**src/logic/relay_pkg.sv**
```systemverilog
// relay computer control package
// shared widths, opcode classes, sequencer states and control-word bit map
`default_nettype none

package relay_pkg;

  typedef logic [4:0] phase_t;   // timing phase 0..23
  typedef logic [7:0] opcode_t;  // instruction byte
  typedef logic [7:0] ctrl_t;    // control word, bits 7:6 spare

  localparam int MAX_PHASES = 24;

  localparam int CTRL_FETCH_ADDR = 0;
  localparam int CTRL_MEM_READ   = 1;
  localparam int CTRL_INST_LOAD  = 2;
  localparam int CTRL_PC_INC     = 3;
  localparam int CTRL_EXEC_SEL   = 4;
  localparam int CTRL_DEST_LOAD  = 5;

  typedef enum logic [2:0] {
    CLS_MOV8, CLS_ALU, CLS_SETAB, CLS_LDST, CLS_MOV16, CLS_INCXY, CLS_GOTO
  } instr_class_e;

  typedef enum logic {SEQ_IDLE, SEQ_RUN} seq_state_e;

  // top two bits pick the short classes, 11 falls through to bits 5:4
  function automatic instr_class_e op_class(opcode_t op);
    instr_class_e cls;
    case (op[7:6])
      2'b00:   cls = CLS_MOV8;
      2'b01:   cls = CLS_ALU;
      2'b10:   cls = CLS_SETAB;
      default: begin
        case (op[5:4])
          2'b00:   cls = CLS_LDST;
          2'b01:   cls = CLS_MOV16;
          2'b10:   cls = CLS_INCXY;
          default: cls = CLS_GOTO;
        endcase
      end
    endcase
    return cls;
  endfunction

  // abort points of the phase chain
  function automatic phase_t class_len(instr_class_e cls);
    phase_t len;
    case (cls)
      CLS_LDST:  len = phase_t'(12);
      CLS_MOV16: len = phase_t'(10);
      CLS_INCXY: len = phase_t'(14);
      CLS_GOTO:  len = phase_t'(MAX_PHASES);
      default:   len = phase_t'(8);
    endcase
    return len;
  endfunction

endpackage

`default_nettype wire

```
**src/logic/cycle_sequencer.sv**
```systemverilog
// instruction cycle sequencer
// steps one timing phase per clock and ends the instruction at its length
`timescale 1ns/100ps
`default_nettype none

module cycle_sequencer (
  input  logic             clock,
  input  logic             rst_n,
  input  logic             start,
  input  relay_pkg::phase_t instr_len,
  output relay_pkg::phase_t phase,
  output logic             busy,
  output logic             instr_done
);

  import relay_pkg::*;

  seq_state_e state_q;
  seq_state_e state_d;
  phase_t     phase_q;
  phase_t     phase_d;
  phase_t     last_phase;
  logic       at_last;

  assign last_phase = instr_len - phase_t'(1);

  assign at_last = (phase_q == last_phase);

  always_comb begin
    state_d = state_q;
    phase_d = phase_q;
    case (state_q)
      SEQ_IDLE: begin
        phase_d = '0;
        if (start) begin
          state_d = SEQ_RUN;  // phase 0 on the next cycle
        end
      end
      SEQ_RUN: begin
        if (at_last) begin
          phase_d = '0;
          if (!start) begin
            state_d = SEQ_IDLE;
          end
        end else begin
          phase_d = phase_q + phase_t'(1);
        end
      end
      default: begin
        state_d = SEQ_IDLE;
        phase_d = '0;
      end
    endcase
  end

  always_ff @(posedge clock) begin
    if (!rst_n) begin
      state_q <= SEQ_IDLE;
      phase_q <= '0;
    end else begin
      state_q <= state_d;
      phase_q <= phase_d;
    end
  end

  assign phase      = phase_q;
  assign busy       = (state_q == SEQ_RUN);
  assign instr_done = busy && at_last;  // high through the last phase

endmodule

`default_nettype wire

```
**src/logic/instr_decoder.sv**
```systemverilog
// instruction decoder
// latches the fetched opcode, reports its length and forms the control word
`timescale 1ns/100ps
`default_nettype none

module instr_decoder (
  input  logic              clock,
  input  logic              rst_n,
  input  logic              busy,
  input  relay_pkg::phase_t  phase,
  input  relay_pkg::opcode_t next_instr,
  output relay_pkg::phase_t  instr_len,
  output relay_pkg::ctrl_t   ctrl
);

  import relay_pkg::*;

  localparam phase_t PH_READ_FIRST = phase_t'(1);
  localparam phase_t PH_INST_LOAD  = phase_t'(4);
  localparam phase_t PH_FETCH_LAST = phase_t'(5);
  localparam phase_t PH_PC_INC     = phase_t'(6);
  localparam phase_t PH_EXEC_FIRST = phase_t'(7);

  opcode_t      cur_op;
  instr_class_e cur_cls;
  phase_t       cur_len;
  logic         inst_load;
  logic         op_known;
  phase_t       exec_last;
  phase_t       dest_phase;

  assign inst_load = busy && (phase == PH_INST_LOAD);

  always_ff @(posedge clock) begin
    if (!rst_n) begin
      cur_op <= '0;
    end else if (inst_load) begin
      cur_op <= next_instr;  // instruction register load
    end
  end

  assign cur_cls = op_class(cur_op);
  assign cur_len = class_len(cur_cls);

  // until the opcode is in, let the chain run to the end
  assign op_known  = busy && (phase > PH_INST_LOAD);
  assign instr_len = op_known ? cur_len : phase_t'(MAX_PHASES);

  assign exec_last  = instr_len - phase_t'(2);
  assign dest_phase = instr_len - phase_t'(1);

  always_comb begin
    ctrl = '0;
    if (busy) begin
      ctrl[CTRL_FETCH_ADDR] = (phase <= PH_FETCH_LAST);
      ctrl[CTRL_MEM_READ]   = (phase >= PH_READ_FIRST) && (phase <= PH_INST_LOAD);
      ctrl[CTRL_INST_LOAD]  = inst_load;
      ctrl[CTRL_PC_INC]     = (phase == PH_PC_INC);
      ctrl[CTRL_EXEC_SEL]   = (phase >= PH_EXEC_FIRST) && (phase <= exec_last);  // empty for 8
      ctrl[CTRL_DEST_LOAD]  = (phase == dest_phase);
    end
  end

endmodule

`default_nettype wire

```
**src/logic/seq_regs.sv**
```systemverilog
// sequencer register block
// APB slave holding run/step control, the next opcode, status and a
// count of completed instructions
`timescale 1ns/100ps
`default_nettype none

module seq_regs #(
  parameter int APB_AW = 4,
  parameter int CNT_W  = 16
) (
  input  logic              clock,
  input  logic              rst_n,
  input  logic              psel,
  input  logic              penable,
  input  logic              pwrite,
  input  logic [APB_AW-1:0] paddr,
  input  logic [31:0]       pwdata,
  output logic [31:0]       prdata,
  input  relay_pkg::phase_t  phase,
  input  logic              busy,
  input  logic              instr_done,
  output logic              start,
  output relay_pkg::opcode_t next_instr
);

  localparam logic [APB_AW-1:0] ADDR_CTRL   = APB_AW'(4'h0);
  localparam logic [APB_AW-1:0] ADDR_NEXT   = APB_AW'(4'h4);
  localparam logic [APB_AW-1:0] ADDR_STATUS = APB_AW'(4'h8);
  localparam logic [APB_AW-1:0] ADDR_COUNT  = APB_AW'(4'hc);

  logic             wr_en;
  logic             wr_ctrl;
  logic             wr_next;
  logic             wr_count;
  logic             run_q;
  logic             step_q;
  logic [CNT_W-1:0] count_q;

  assign wr_en    = psel && penable && pwrite;
  assign wr_ctrl  = wr_en && (paddr == ADDR_CTRL);
  assign wr_next  = wr_en && (paddr == ADDR_NEXT);
  assign wr_count = wr_en && (paddr == ADDR_COUNT);

  always_ff @(posedge clock) begin
    if (!rst_n) begin
      run_q  <= 1'b0;
      step_q <= 1'b0;
    end else begin
      if (wr_ctrl) begin
        run_q <= pwdata[0];
      end
      if (wr_ctrl && pwdata[1]) begin
        step_q <= 1'b1;  // one instruction requested
      end else if (instr_done) begin
        step_q <= 1'b0;
      end
    end
  end

  always_ff @(posedge clock) begin
    if (!rst_n) begin
      next_instr <= '0;
    end else if (wr_next) begin
      next_instr <= pwdata[7:0];
    end
  end

  always_ff @(posedge clock) begin
    if (!rst_n) begin
      count_q <= '0;
    end else if (wr_count) begin
      count_q <= '0;  // any write clears
    end else if (instr_done) begin
      count_q <= count_q + CNT_W'(1);
    end
  end

  // a step is used up in its last phase, so it must not restart the chain
  assign start = run_q || (step_q && !instr_done);

  always_comb begin
    case (paddr)
      ADDR_CTRL:   prdata = {31'd0, run_q};  // step reads back 0
      ADDR_NEXT:   prdata = {24'd0, next_instr};
      ADDR_STATUS: prdata = {19'd0, phase, 7'd0, busy};
      ADDR_COUNT:  prdata = 32'(count_q);
      default:     prdata = '0;
    endcase
  end

endmodule

`default_nettype wire

```
**src/logic/relay_control_top.sv**
```systemverilog
// relay computer instruction-cycle controller
// APB registers drive the phase sequencer, the decoder turns phase and
// opcode into the control word
`timescale 1ns/100ps
`default_nettype none

module relay_control_top #(
  parameter int APB_AW = 4,
  parameter int CNT_W  = 16
) (
  input  logic              clock,
  input  logic              rst_n,
  input  logic              psel,
  input  logic              penable,
  input  logic              pwrite,
  input  logic [APB_AW-1:0] paddr,
  input  logic [31:0]       pwdata,
  output logic [31:0]       prdata,
  output relay_pkg::phase_t  phase,
  output relay_pkg::ctrl_t   ctrl,
  output logic              instr_done
);

  import relay_pkg::*;

  logic    start;
  logic    busy;
  opcode_t next_instr;
  phase_t  instr_len;

  seq_regs #(
    .APB_AW (APB_AW),
    .CNT_W  (CNT_W)
  ) u_seq_regs (
    .clock      (clock),
    .rst_n      (rst_n),
    .psel       (psel),
    .penable    (penable),
    .pwrite     (pwrite),
    .paddr      (paddr),
    .pwdata     (pwdata),
    .prdata     (prdata),
    .phase      (phase),
    .busy       (busy),
    .instr_done (instr_done),
    .start      (start),
    .next_instr (next_instr)
  );

  cycle_sequencer u_cycle_sequencer (
    .clock      (clock),
    .rst_n      (rst_n),
    .start      (start),
    .instr_len  (instr_len),
    .phase      (phase),
    .busy       (busy),
    .instr_done (instr_done)
  );

  instr_decoder u_instr_decoder (
    .clock      (clock),
    .rst_n      (rst_n),
    .busy       (busy),
    .phase      (phase),
    .next_instr (next_instr),
    .instr_len  (instr_len),
    .ctrl       (ctrl)
  );

endmodule

`default_nettype wire

```
**config.mk**
```make
export PLATFORM = sky130hd
export DESIGN_NAME = relay_control_top
export DESIGN_NICKNAME = d
export VERILOG_FILES = /design/src/logic/relay_pkg.sv /design/src/logic/cycle_sequencer.sv /design/src/logic/instr_decoder.sv /design/src/logic/seq_regs.sv /design/src/logic/relay_control_top.sv
export SDC_FILE = /design/constraint.sdc
export NUM_CORES = 1
export LEC_CHECK = 0
export ABC_AREA = 1
export BUFFER_PORTS_ARGS = -buffer_cell sky130_fd_sc_hd__buf_2
export CAP_MARGIN = 15
export CORE_MARGIN = 1
export CORE_UTILIZATION = 30
export DETAILED_ROUTE_END_ITERATION = 10
export GPL_TIMING_DRIVEN = 0
export PLACE_DENSITY = 0.63
export SYNTH_ARGS = -nofsm -noshare
export SYNTH_HDL_FRONTEND = slang
export SYNTH_SLANG_ARGS = --single-unit
```
**constraint.sdc**
```tcl
create_clock -name clock -period 3.55 [get_ports clock]
set_input_delay 0.71 -clock clock [delete_from_list [all_inputs] [get_ports clock]]
set_output_delay 0.71 -clock clock [all_outputs]
set_load 0.03 [all_outputs]
```
==> summary.txt, run 1 <==
Run status
  – Outcome: completed

Floorplanning
  – Core area: 6907 um2
  – Initial Utilization: a little under a third
  – FP Rows: 30
  – Ports: a little under 90
  – Die Y: 87.19 um
  – Die X: 87.19 um
  – Die footprint: 7601 um2

Setup path
  – WP data required: 2.84 ns
  – R2r setup slk: 0.96 ns
  – Worst Reg-to-Reg Cells: 14
  – Slowest stage delay, CP: between 0.3 and 0.4 ns
  – CP Launch Type: flop
  – Cell depth of the worst setup path: 12
  – CP arrival: 2.66 ns
  – Critical path's slowest cell: ha_1
  – RR Startpoint: u_instr_decoder.cur_op[4]$_SDFFE_PN0P_
  – Type of the worst setup path: flop to output port
  – Crit-path cells: inv_1, ha_1, o31ai_2, nand2_1, ha_1, ha_1, nand2_1, nor2_4, nand3_2, clkinvlp_4, buf_4, buf_2
  – Crit Path Max Fanout: 7
  – CP top delay family: adder cells
  – CP most frequent cell: ha_1
  – Worst r2r dst: u_seq_regs.count_q[15]$_SDFFE_PP0P_
  – Setup crit end kind: output port
  – Buffers & Inverters on Critical Path: 4

Yosys
  – Area share of the leading cell type in the synthesized netlist: 33.10%
  – Async SR Flop Fraction: 0%
  – Syn_area_per_cell: 6.868 um2
  – Synth Area in Simple Gates: 28.68%
  – Mux share of post-synthesis cell area: 0%
  – Syn Inst Count: 317
  – Synth Warn #: 0
  – Flops & latches, synth: 36
  – Post-Syn Area: 2177 um2
  – Largest family of logic cells by synthesized area: simple AND/OR/NAND/NOR gates
  – Synth cell types: 27
  – Area leader, netlist: dfxtp_1
  – Xor/xnor share of the synthesized area: 1.609%
  – Synth Area in Compound Gates: between 10% and 20%
  – Post-synth EDFFs: 0
  – Synth area leaders: dfxtp_1 (33%), nand2_1 (8.8%), nor2_1 (8.8%), inv_1 (7.2%), buf_4 (6.9%)
  – Synth Flop Type: dfxtp_1
  – Register area share after synthesis: 33.10%
  – Adder-Cell Fraction of Synth Area: around 6.3%

Power
  – Pint: 0.6365 mW
  – Switching portion of total power: 24.35%
  – Reg power frac: 48.2%
  – Clock power frac: 43.3%
  – Power per cell area: 309.1 nW/um2
  – Comb pwr share: 8.5%
  – Leakage: roughly 1.3 nW
  – Net Switching: 0.2049 mW
  – IR drop worst, VDD: 0.1393 mV

Drt
  – Wirelength per Cell: approximately 11 um
  – DRT iter0 DRCs: 101
  – Drt first pass iters: 4
  – Remaining DRCs: 0
  – Via density: 4.448
  – Routed wire length: 5162 um
  – Vias: 2,153
  – Antenna Nets Post-Route: 0

CTS
  – Total CTS buffers: 5
  – H-tree Lvls: 2
  – Clock root buffer: clkbuf_8
  – CTS tree: done
  – Worst-Skew Late Latency: 0.29 ns
  – Clock Tree Buf Depth: 2
  – CTS Sinks: 36
  – Clock-pin slew on the worst setup and hold paths: 0.08 ns

GRT
  – Vias in the first global route: 1,881
  – First-pass GRT wire length: 8480 um
  – Initial antenna violation count: 0
  – Maximum number of pins on one net before global-route repair: 13
  – GRT overflow: 0
  – GRT Total Usage: 14.31%

Hold path
  – Hold_sp: u_seq_regs.step_q$_SDFFE_PN0P_
  – Hold crit path type: flop to flop
  – Worst hold path depth: 2
  – WHS Endpoint: u_seq_regs.step_q$_SDFFE_PN0P_

Placement
  – Port bufs: between 40 and 50
  – Placed cell count: roughly 470
  – Placer Congestion: 0.9305
  – Final HPWL DP: 4036 um

Timing
  – Fmax: 297.0 MHz
  – Setup Viol. Count Final: 0
  – Final Cycle Share: a little over nine tenths
  – Unrepaired setup endpoints after global routing: no
  – Final Skew: 0.004593 ns
  – Setup TNS: 0 ns
  – Pins Over Slew Limit: 0
  – Hold Violations, Final: 0
  – Min Tclk post-route: 3.367 ns

Finish
  – Fin cells: 484
  – Final Net Count: 439
  – Share of cells above drive strength 1: 24.23%
  – Layout area overhead: 25.06%
  – Ant diodes: 0

Run
  – Max Cap Violations: 0
## cell families after synthesis
kind of cell	Yosys count
other cells	1
flops	36
simple gates	139
buf+inv	68
compound gates	58
xor+xnor	4
fa+ha+maj	11
## worst min-delay path, delay by kind of cell (launching register included)
kind / cells / cell delay (ns)
AO/OA/AOI/OAI: 1 / 0.06
flip-flops: 1 / 0.31
AND/OR/NAND/NOR: 1 / 0.06
## power by group through the flow
stage	logic (mW)	registers, mW	clock network [mW]
5_1_grt	0.0781	0.406	0.389
3_3_place_gp	0.0700	0.415	0
3_5_place_dp	0.0705	0.415	0
2_1_floorplan	0.0548	0.415	0
6_report	0.0714	0.405	0.365
4_1_cts	0.0707	0.405	0.376
## stage by stage
step / util (%) / hold slack [ns] / total power, mW / instance area, um2 / setup WS [ns]
floorplan: - / 0.4396 / 0.4696 / 2241 / 0.2836
global placement: 37.37 / 0.4470 / 0.4849 / 2581 / 0.2603
detailed placement: 37.37 / 0.4582 / 0.4855 / 2581 / 0.2252
CTS: 39.02 / 0.4715 / 0.8516 / 2695 / 0.008313
global route: 39.42 / 0.5013 / 0.8726 / 2723 / 0.001911
finish: 39.42 / 0.4756 / 0.8414 / 2723 / 0.1834
## Yosys cell counts, types with 2 or more instances
| cell type | number |
|---|---|
| a21oi_1 | 19 |
| a22o_1 | 2 |
| buf_4 | 20 |
| clkbuf_1 | 2 |
| dfxtp_1 | 36 |
| ha_1 | 11 |
| inv_1 | 42 |
| inv_2 | 3 |
| nand2_1 | 51 |
| nand3_1 | 15 |
| nand3_2 | 3 |
| nand4_1 | 5 |
| nor2_1 | 51 |
| nor2_2 | 2 |
| nor2_4 | 2 |
| nor3_1 | 8 |
| o21ai_0 | 28 |
| o22ai_1 | 5 |
| xor2_1 | 4 |
## registers in the layout, summed over array words and instances, names as in the netlist
| register | cells |
|---|---|
| u_cycle_sequencer.busy | 1 |
| u_cycle_sequencer.phase | 5 |
| u_instr_decoder.cur_op | 4 |
| u_seq_regs.step_q | 1 |
| u_seq_regs.next_instr | 8 |
| u_seq_regs.run_q | 1 |
| u_seq_regs.count_q | 16 |
## routing by layer
layer,global-route usage (%),up-vias,share of wire (%)
met4,4.471,0,1.2
met3,3.981,7,7.1
met5,0,-,0
met2,21.47,64,41
met1,19.83,953,50
li1,-,1129,-
## placed cells by master (no fill, tap or decap), types with 11 or more instances in the layout
master   synthesis  final
nand3_1         15     15
ha_1            11     11
nand2_1         51     51
conb_1           1     18
buf_2            0     44
nor2_1          51     50
dfxtp_1         36     33
o21ai_0         28     27
inv_1           42     41
buf_4           20     22
a21oi_1         19     19
## what timing repair did
| action | 4_1_cts | 5_1_grt |
|---|---|---|
| buffers inserted | 0 | 2 |
| hold endpoints to repair | 0 | 0 |
| hold buffers | 0 | 0 |
| gates resized for setup | 2 | 5 |
| endpoints found under the setup margin | 2 | 2 |
## area by class of cell
cell class | instances | area [um2]
Fill cell | 751 | 4184
Multi-Input combinational cell | 230 | 1190
Sequential cell | 36 | 724.4
Timing Repair Buffer | 46 | 235.2
Inverter | 45 | 172.7
Buffer | 23 | 168.9
Tap cell | 96 | 120.1
Clock buffer | 5 | 68.82
Clock inverter | 3 | 42.54
## how the worst max path moves through the flow
stage                                      startpoint       to  slack (ns)
6_report       u_instr_decoder.cur_op[4]$_SDFFE_PN0P_  ctrl[5]        0.18
5_1_grt         u_cycle_sequencer.phase[3]$_SDFF_PP0_  ctrl[5]       0.002
4_1_cts         u_cycle_sequencer.phase[2]$_SDFF_PP0_  ctrl[5]       0.008
3_5_place_dp    u_cycle_sequencer.phase[2]$_SDFF_PP0_  ctrl[5]        0.23
3_3_place_gp    u_cycle_sequencer.phase[2]$_SDFF_PP0_  ctrl[5]        0.26
2_1_floorplan   u_cycle_sequencer.phase[2]$_SDFF_PP0_  ctrl[4]        0.28
No activity file was read; power rests on OpenSTA's default activity.
==> run 2: changes to the inputs <==
==> constraint.sdc (replaced) <==
create_clock -name clock -period 3.4 [get_ports clock]
set_input_delay 0.68 -clock clock [delete_from_list [all_inputs] [get_ports clock]]
set_output_delay 0.68 -clock clock [all_outputs]
set_load 0.03 [all_outputs]
==> run 2 against run 1 <==
Core utilization is 0.091 points higher. Die area stayed put. Register-to-register slack worse by 0.12 ns. Non-clock buffer count is 2 lower. Global-route usage stayed put. Sequential power is 4% higher. Critical path type unchanged. Largest power group unchanged.
==> summary.txt, run 2 (same netlist as run 1, synthesis figures left out) <==
GRT
  – GRT Total Usage: 14.31%
  – First-pass GRT wire length: 8480 um
  – Maximum number of pins on one net before global-route repair: 13
  – Vias in the first global route: 1,881
  – Initial antenna violation count: 0
  – GRT overflow: 0

Timing
  – Setup Viol. Count Final: 0
  – Final hold slack: 0.4757 ns
  – Fmax: 306.8 MHz
  – Final Skew: between 0.004 and 0.005 ns
  – Unrepaired setup endpoints after global routing: no
  – Min Tclk post-route: 3.260 ns
  – Pins Over Slew Limit: 0
  – Setup TNS: 0 ns
  – Hold Violations, Final: 0
  – Final Cycle Share: ~96%

Run
  – Max Cap Violations: 0

CTS
  – Clock Tree Buf Depth: 2
  – Clock-pin slew on the worst setup and hold paths: around 0.080 ns
  – Hold_buf cts: 0
  – CTS Sinks: 36
  – Clock root buffer: clkbuf_8
  – Worst-Skew Late Latency: 0.29 ns
  – CTS tree: done
  – H-tree Lvls: 2
  – Total CTS buffers: 5

Finish
  – Most frequent cells in the layout: nand2_1 (51), nor2_1 (50), buf_2 (44), inv_1 (41), dfxtp_1 (32)
  – Top flop regs: u_seq_regs.count_q: 16 flops, u_seq_regs.next_instr: 8 flops, u_cycle_sequencer.phase: 5 flops
  – Ant diodes: 0
  – Biggest register: u_seq_regs.count_q
  – Layout area overhead: 25.34%
  – Final Net Count: 437
  – Max reg flops: 16
  – Commonest non-fill, non-tap cell in the layout: nand2_1
  – Share of cells above drive strength 1: between 20% and 30%

Floorplanning
  – Ports: a little under 90
  – FP Rows: 30
  – Die X: 87.19 um
  – Die footprint: 7601 um2
  – Initial Utilization: 31.52%
  – Core area: a little under 7000 um2
  – Die Y: approximately 87 um

Power
  – Total Power: 0.8776 mW
  – IR drop worst, VDD: 0.1455 mV
  – Leakage: 1.267 nW
  – Power per cell area: 321.6 nW/um2

Drt
  – Routed wire length: approximately 5200 um
  – Wirelength per Cell: 10.70 um
  – Drt first pass iters: 5
  – Via density: 4.446
  – Vias: 2,143
  – Antenna Nets Post-Route: 0
  – DRT iter0 DRCs: 104
  – Remaining DRCs: 0

Setup path
  – WP data required: 2.72 ns
  – Crit Path Max Fanout: 8
  – CP Launch Type: flop
  – Critical path's slowest cell: dfxtp_2
  – Setup crit end kind: output port
  – Crit-path cells: nor2_1, o21ai_2, nand2_1, inv_1, nand3_1, ha_1, ha_1, nand2_1, nor2_4, nand3_2, inv_4, buf_4, buf_2
  – CP arrival: 2.58 ns
  – Slowest stage delay, CP: 0.36 ns
  – Type of the worst setup path: flop to output port
  – R2r setup slk: 0.84 ns

Run status
  – Outcome: completed

Hold path
  – Hold crit path type: flop to flop

Placement
  – Final HPWL DP: 4036 um
  – Placer Congestion: 0.9305
  – Port bufs: 44
[run 2: routing by layer]
layer	track usage, %	share of wire, %	vias to the layer above
met5	0	0	-
met4	4.471	1.2	0
met3	3.981	6.7	7
met2	21.47	41	68
met1	19.83	51	944
li1	-	-	1124
[run 2: final timing paths]
path / start / end / depth (start not counted)
setup / recovery: u_cycle_sequencer.phase[3]$_SDFF_PP0_ / ctrl[5] / 13
hold / removal: u_seq_regs.step_q$_SDFFE_PN0P_ / u_seq_regs.step_q$_SDFFE_PN0P_ / 2
setup reg to reg: u_cycle_sequencer.phase[3]$_SDFF_PP0_ / u_seq_regs.count_q[15]$_SDFFE_PP0P_ / 15
hold reg to reg: u_seq_regs.step_q$_SDFFE_PN0P_ / u_seq_regs.step_q$_SDFFE_PN0P_ / 2
[run 2: worst max-delay path: cells and delay by family, from the launching register on]
family	cells	cell delay (ns)
AOI/OAI and AO/OA	1	0.11
DFF	1	0.36
buffers and inverters	4	0.46
and+or+nand+nor	6	0.84
adders and majority gates	2	0.52
[run 2: layout make-up]
class / count / area [um2]
timing repair buffer: 44 / 220.2
sequential: 36 / 730.7
clock buffer: 5 / 68.82
tap: 96 / 120.1
fill: 750 / 4178
buffer: 23 / 168.9
clock inverter: 3 / 42.54
inverter: 45 / 171.4
multi-input combinational: 230 / 1206
[run 2: power breakdown]
part | internal [mW] | switching [mW] | total, mW | leakage (nW)
combinational | 0.0254 | 0.0493 | 0.0746 | 0.921
clock | 0.217 | 0.164 | 0.381 | 0.0541
sequential | 0.421 | 0.00104 | 0.422 | 0.293
[run 2: through the flow]
| stage | util [%] | setup slack, ns | instance area [um2] | cells |
|---|---|---|---|---|
| final | 39.51 | 0.1401 | 2729 | 482 |
| after global routing | 39.51 | 0.01350 | 2729 | 482 |
| after CTS | 39.02 | 0.03051 | 2695 | 482 |
| after global placement | 37.37 | 0.1403 | 2581 | 474 |
| after detailed placement | 37.37 | 0.1052 | 2581 | 474 |
| after floorplan | - | 0.1636 | 2241 | 334 |
[run 2: timing repair]
item | 4_1_cts | 5_1_grt
setup buffers | 0 | 0
hold endpoints to repair | 0 | 0
setup endpoints to repair | 3 | 3
resized for setup | 4 | 9
==> run 3: changes to the inputs <==
--- a/config.mk
+++ b/config.mk
@@ -9,10 +9,11 @@
 export BUFFER_PORTS_ARGS = -buffer_cell sky130_fd_sc_hd__buf_2
 export CAP_MARGIN = 15
 export CORE_MARGIN = 1
-export CORE_UTILIZATION = 30
+export CORE_UTILIZATION = 39
 export DETAILED_ROUTE_END_ITERATION = 10
 export GPL_TIMING_DRIVEN = 0
-export PLACE_DENSITY = 0.63
+export PLACE_DENSITY = 0.76
+export RECOVER_POWER = 25
 export SYNTH_ARGS = -nofsm -noshare
 export SYNTH_HDL_FRONTEND = slang
 export SYNTH_SLANG_ARGS = --single-unit
==> run 3 against run 2 <==
Die area is 23% lower. Critical path depth up 1. Flip-flop and latch count did not move. Design area up 0.55%. Final cell count decreased by 4.4%. Core utilization up 13 points. Setup slack better by 0.025 ns. Fmax grew 0.78%. Sequential power about the same. Global-route usage is 3.7 points higher. Critical path type unchanged. Critical endpoint unchanged. Largest cell class unchanged. Largest power group unchanged.
==> summary.txt, run 3 (same netlist as run 1, synthesis figures left out) <==
Finish
  – Seq. cell area: 730.7 um2
  – Core Util, Final: 52.39%
  – Multi-input logic area: 1221 um2
  – Share of cells above drive strength 1: 24.04%
  – Final Net Count: roughly 440
  – Biggest register: u_seq_regs.count_q
  – Max reg flops: 16
  – Most frequent cells in the layout: nand2_1 (51), nor2_1 (51), inv_1 (41), buf_2 (37), dfxtp_1 (32)
  – Ant diodes: 0
  – Layout area overhead: 26.03%
  – Top flop regs: u_seq_regs.count_q: 16 flops, u_seq_regs.next_instr: 8 flops, u_cycle_sequencer.phase: 5 flops
  – Design area: 2744 um2
  – Fillers: 553

Placement
  – Area after DPL: 2549 um2
  – Final HPWL DP: a little under 4000 um
  – Placer Congestion: between 0.8 and 0.9
  – Port bufs: 44
  – Pre-CTS setup slack: 0.1043 ns

Power
  – Total Power: 0.8685 mW
  – Leakage: 1.274 nW
  – IR drop worst, VDD: 0.1995 mV
  – Power per cell area: 316.5 nW/um2

GRT
  – GRT overflow: 0
  – First-pass GRT wire length: approximately 8500 um
  – Initial antenna violation count: 0
  – Vias in the first global route: roughly 1,900
  – GRT Total Usage: 18.03%
  – Maximum number of pins on one net before global-route repair: 12

Floorplanning
  – FP Rows: 26
  – Die X: 76.72 um
  – Initial Utilization: 41.57%
  – Core area: 5238 um2
  – Die Y: about 77 um
  – Ports: 87
  – Die footprint: 5885 um2

Setup path
  – Crit Path Max Fanout: 6
  – Worst Reg-to-Reg Cells: 16
  – Type of the worst setup path: flop to output port
  – WP data required: 2.72 ns
  – Setup crit end kind: output port
  – CP arrival: 2.55 ns
  – CP Launch Type: flop

Drt
  – Remaining DRCs: 0
  – DRT iter0 DRCs: between 100 and 150
  – Antenna Nets Post-Route: 0
  – Wirelength per Cell: 11.15 um
  – Vias: about 2,200
  – Via density: 4.753
  – Drt first pass iters: 4
  – Routed wire length: around 5100 um

Timing
  – Min Tclk post-route: 3.235 ns
  – Worst slew margin: 65.88%
  – Fmax: about 300 MHz
  – Setup TNS: 0 ns
  – Hold Violations, Final: 0
  – Final Skew: about 0.0044 ns
  – Least-Margin Pin Slew: 0.5118 ns
  – Final Cycle Share: 95.14%
  – Pins Over Slew Limit: 0
  – Final WS setup: 0.1653 ns
  – Setup Viol. Count Final: 0

CTS
  – CTS Sinks: 36
  – CTS tree: done
  – Total CTS buffers: 5
  – Clock Tree Buf Depth: 2
  – Worst-Skew Late Latency: 0.29 ns
  – Clock root buffer: clkbuf_8
  – Hold_buf cts: 0
  – H-tree Lvls: 2
  – Clock-pin slew on the worst setup and hold paths: 0.07 ns

Hold path
  – Hold crit path type: flop to flop
  – Worst hold path depth: 2

Run
  – Max Cap Violations: 0

Run status
  – Outcome: completed
==> run 3: cell types whose count changed in the layout (fill, tap and decap cells not counted), moves of 2 or more <==
cell	delta
nor2_2	-2
buf_4	+6
clkbuf_1	+6
buf_2	-7
==> run 3: path summary, 6_finish.rpt <==
check	slack (ns)	to	from
worst min-delay path	0.47	u_seq_regs.count_q[15]$_SDFFE_PP0P_	u_seq_regs.count_q[15]$_SDFFE_PP0P_
worst max-delay path	0.17	ctrl[5]	u_instr_decoder.cur_op[5]$_SDFFE_PN0P_
worst max register to register	0.85	u_seq_regs.count_q[15]$_SDFFE_PP0P_	u_instr_decoder.cur_op[5]$_SDFFE_PN0P_
worst min register to register	0.47	u_seq_regs.count_q[15]$_SDFFE_PP0P_	u_seq_regs.count_q[15]$_SDFFE_PP0P_
==> run 3: worst max-delay path: stages (launching register included) <==
cell and delay, ns:
dfxtp_1 0.34, inv_1 0.08, ha_4 0.17, nor2_4 0.13, nand3_1 0.10, o31ai_2 0.07
nand2_1 0.08, ha_1 0.28, ha_1 0.28, nand2_1 0.08, nor2_4 0.17, nand3_4 0.10
inv_4 0.10, buf_4 0.10, clkbuf_4 0.17
==> run 3: cell type report <==
cell class / count / share of cell area (%)
multi-input combinational: 230 / 44.51
timing repair buffer: 49 / 9.348
clock inverter: 2 / 1.277
clock buffer: 6 / 2.645
tap: 70 / 3.192
inverter: 45 / 6.247
buffer: 23 / 6.156
sequential: 36 / 26.63
==> run 3: metrics by stage <==
step                      hold slack, ns  std cells
after CTS                         0.4806        456
after floorplan                   0.4396        334
after detailed placement          0.4696        448
after global routing              0.4970        461
after global placement            0.4461        448
final                             0.4740        461
==> run 3: metal layers <==
metal / up-vias / share of wire [%] / GRT usage (%)
met3: 7 / 6.2 / 5.595
li1: 1140 / - / -
met5: - / 0 / 0
met2: 71 / 45 / 29.55
met4: 0 / 1.2 / 5.000
met1: 973 / 47 / 22.64
==> run 3: repair_timing <==
item	4_1_cts	5_1_grt
hold endpoints to repair	0	0
endpoints found under the setup margin	3	3
pin swaps	0	1
gates resized for setup	4	16
setup buffers	0	5
==> run 3: power breakdown <==
group,switching [mW],leakage [nW],internal [mW],total [mW]
Combinational,0.0483,0.927,0.0252,0.0735
Sequential,0.00114,0.293,0.421,0.422
Clock,0.155,0.0552,0.218,0.373
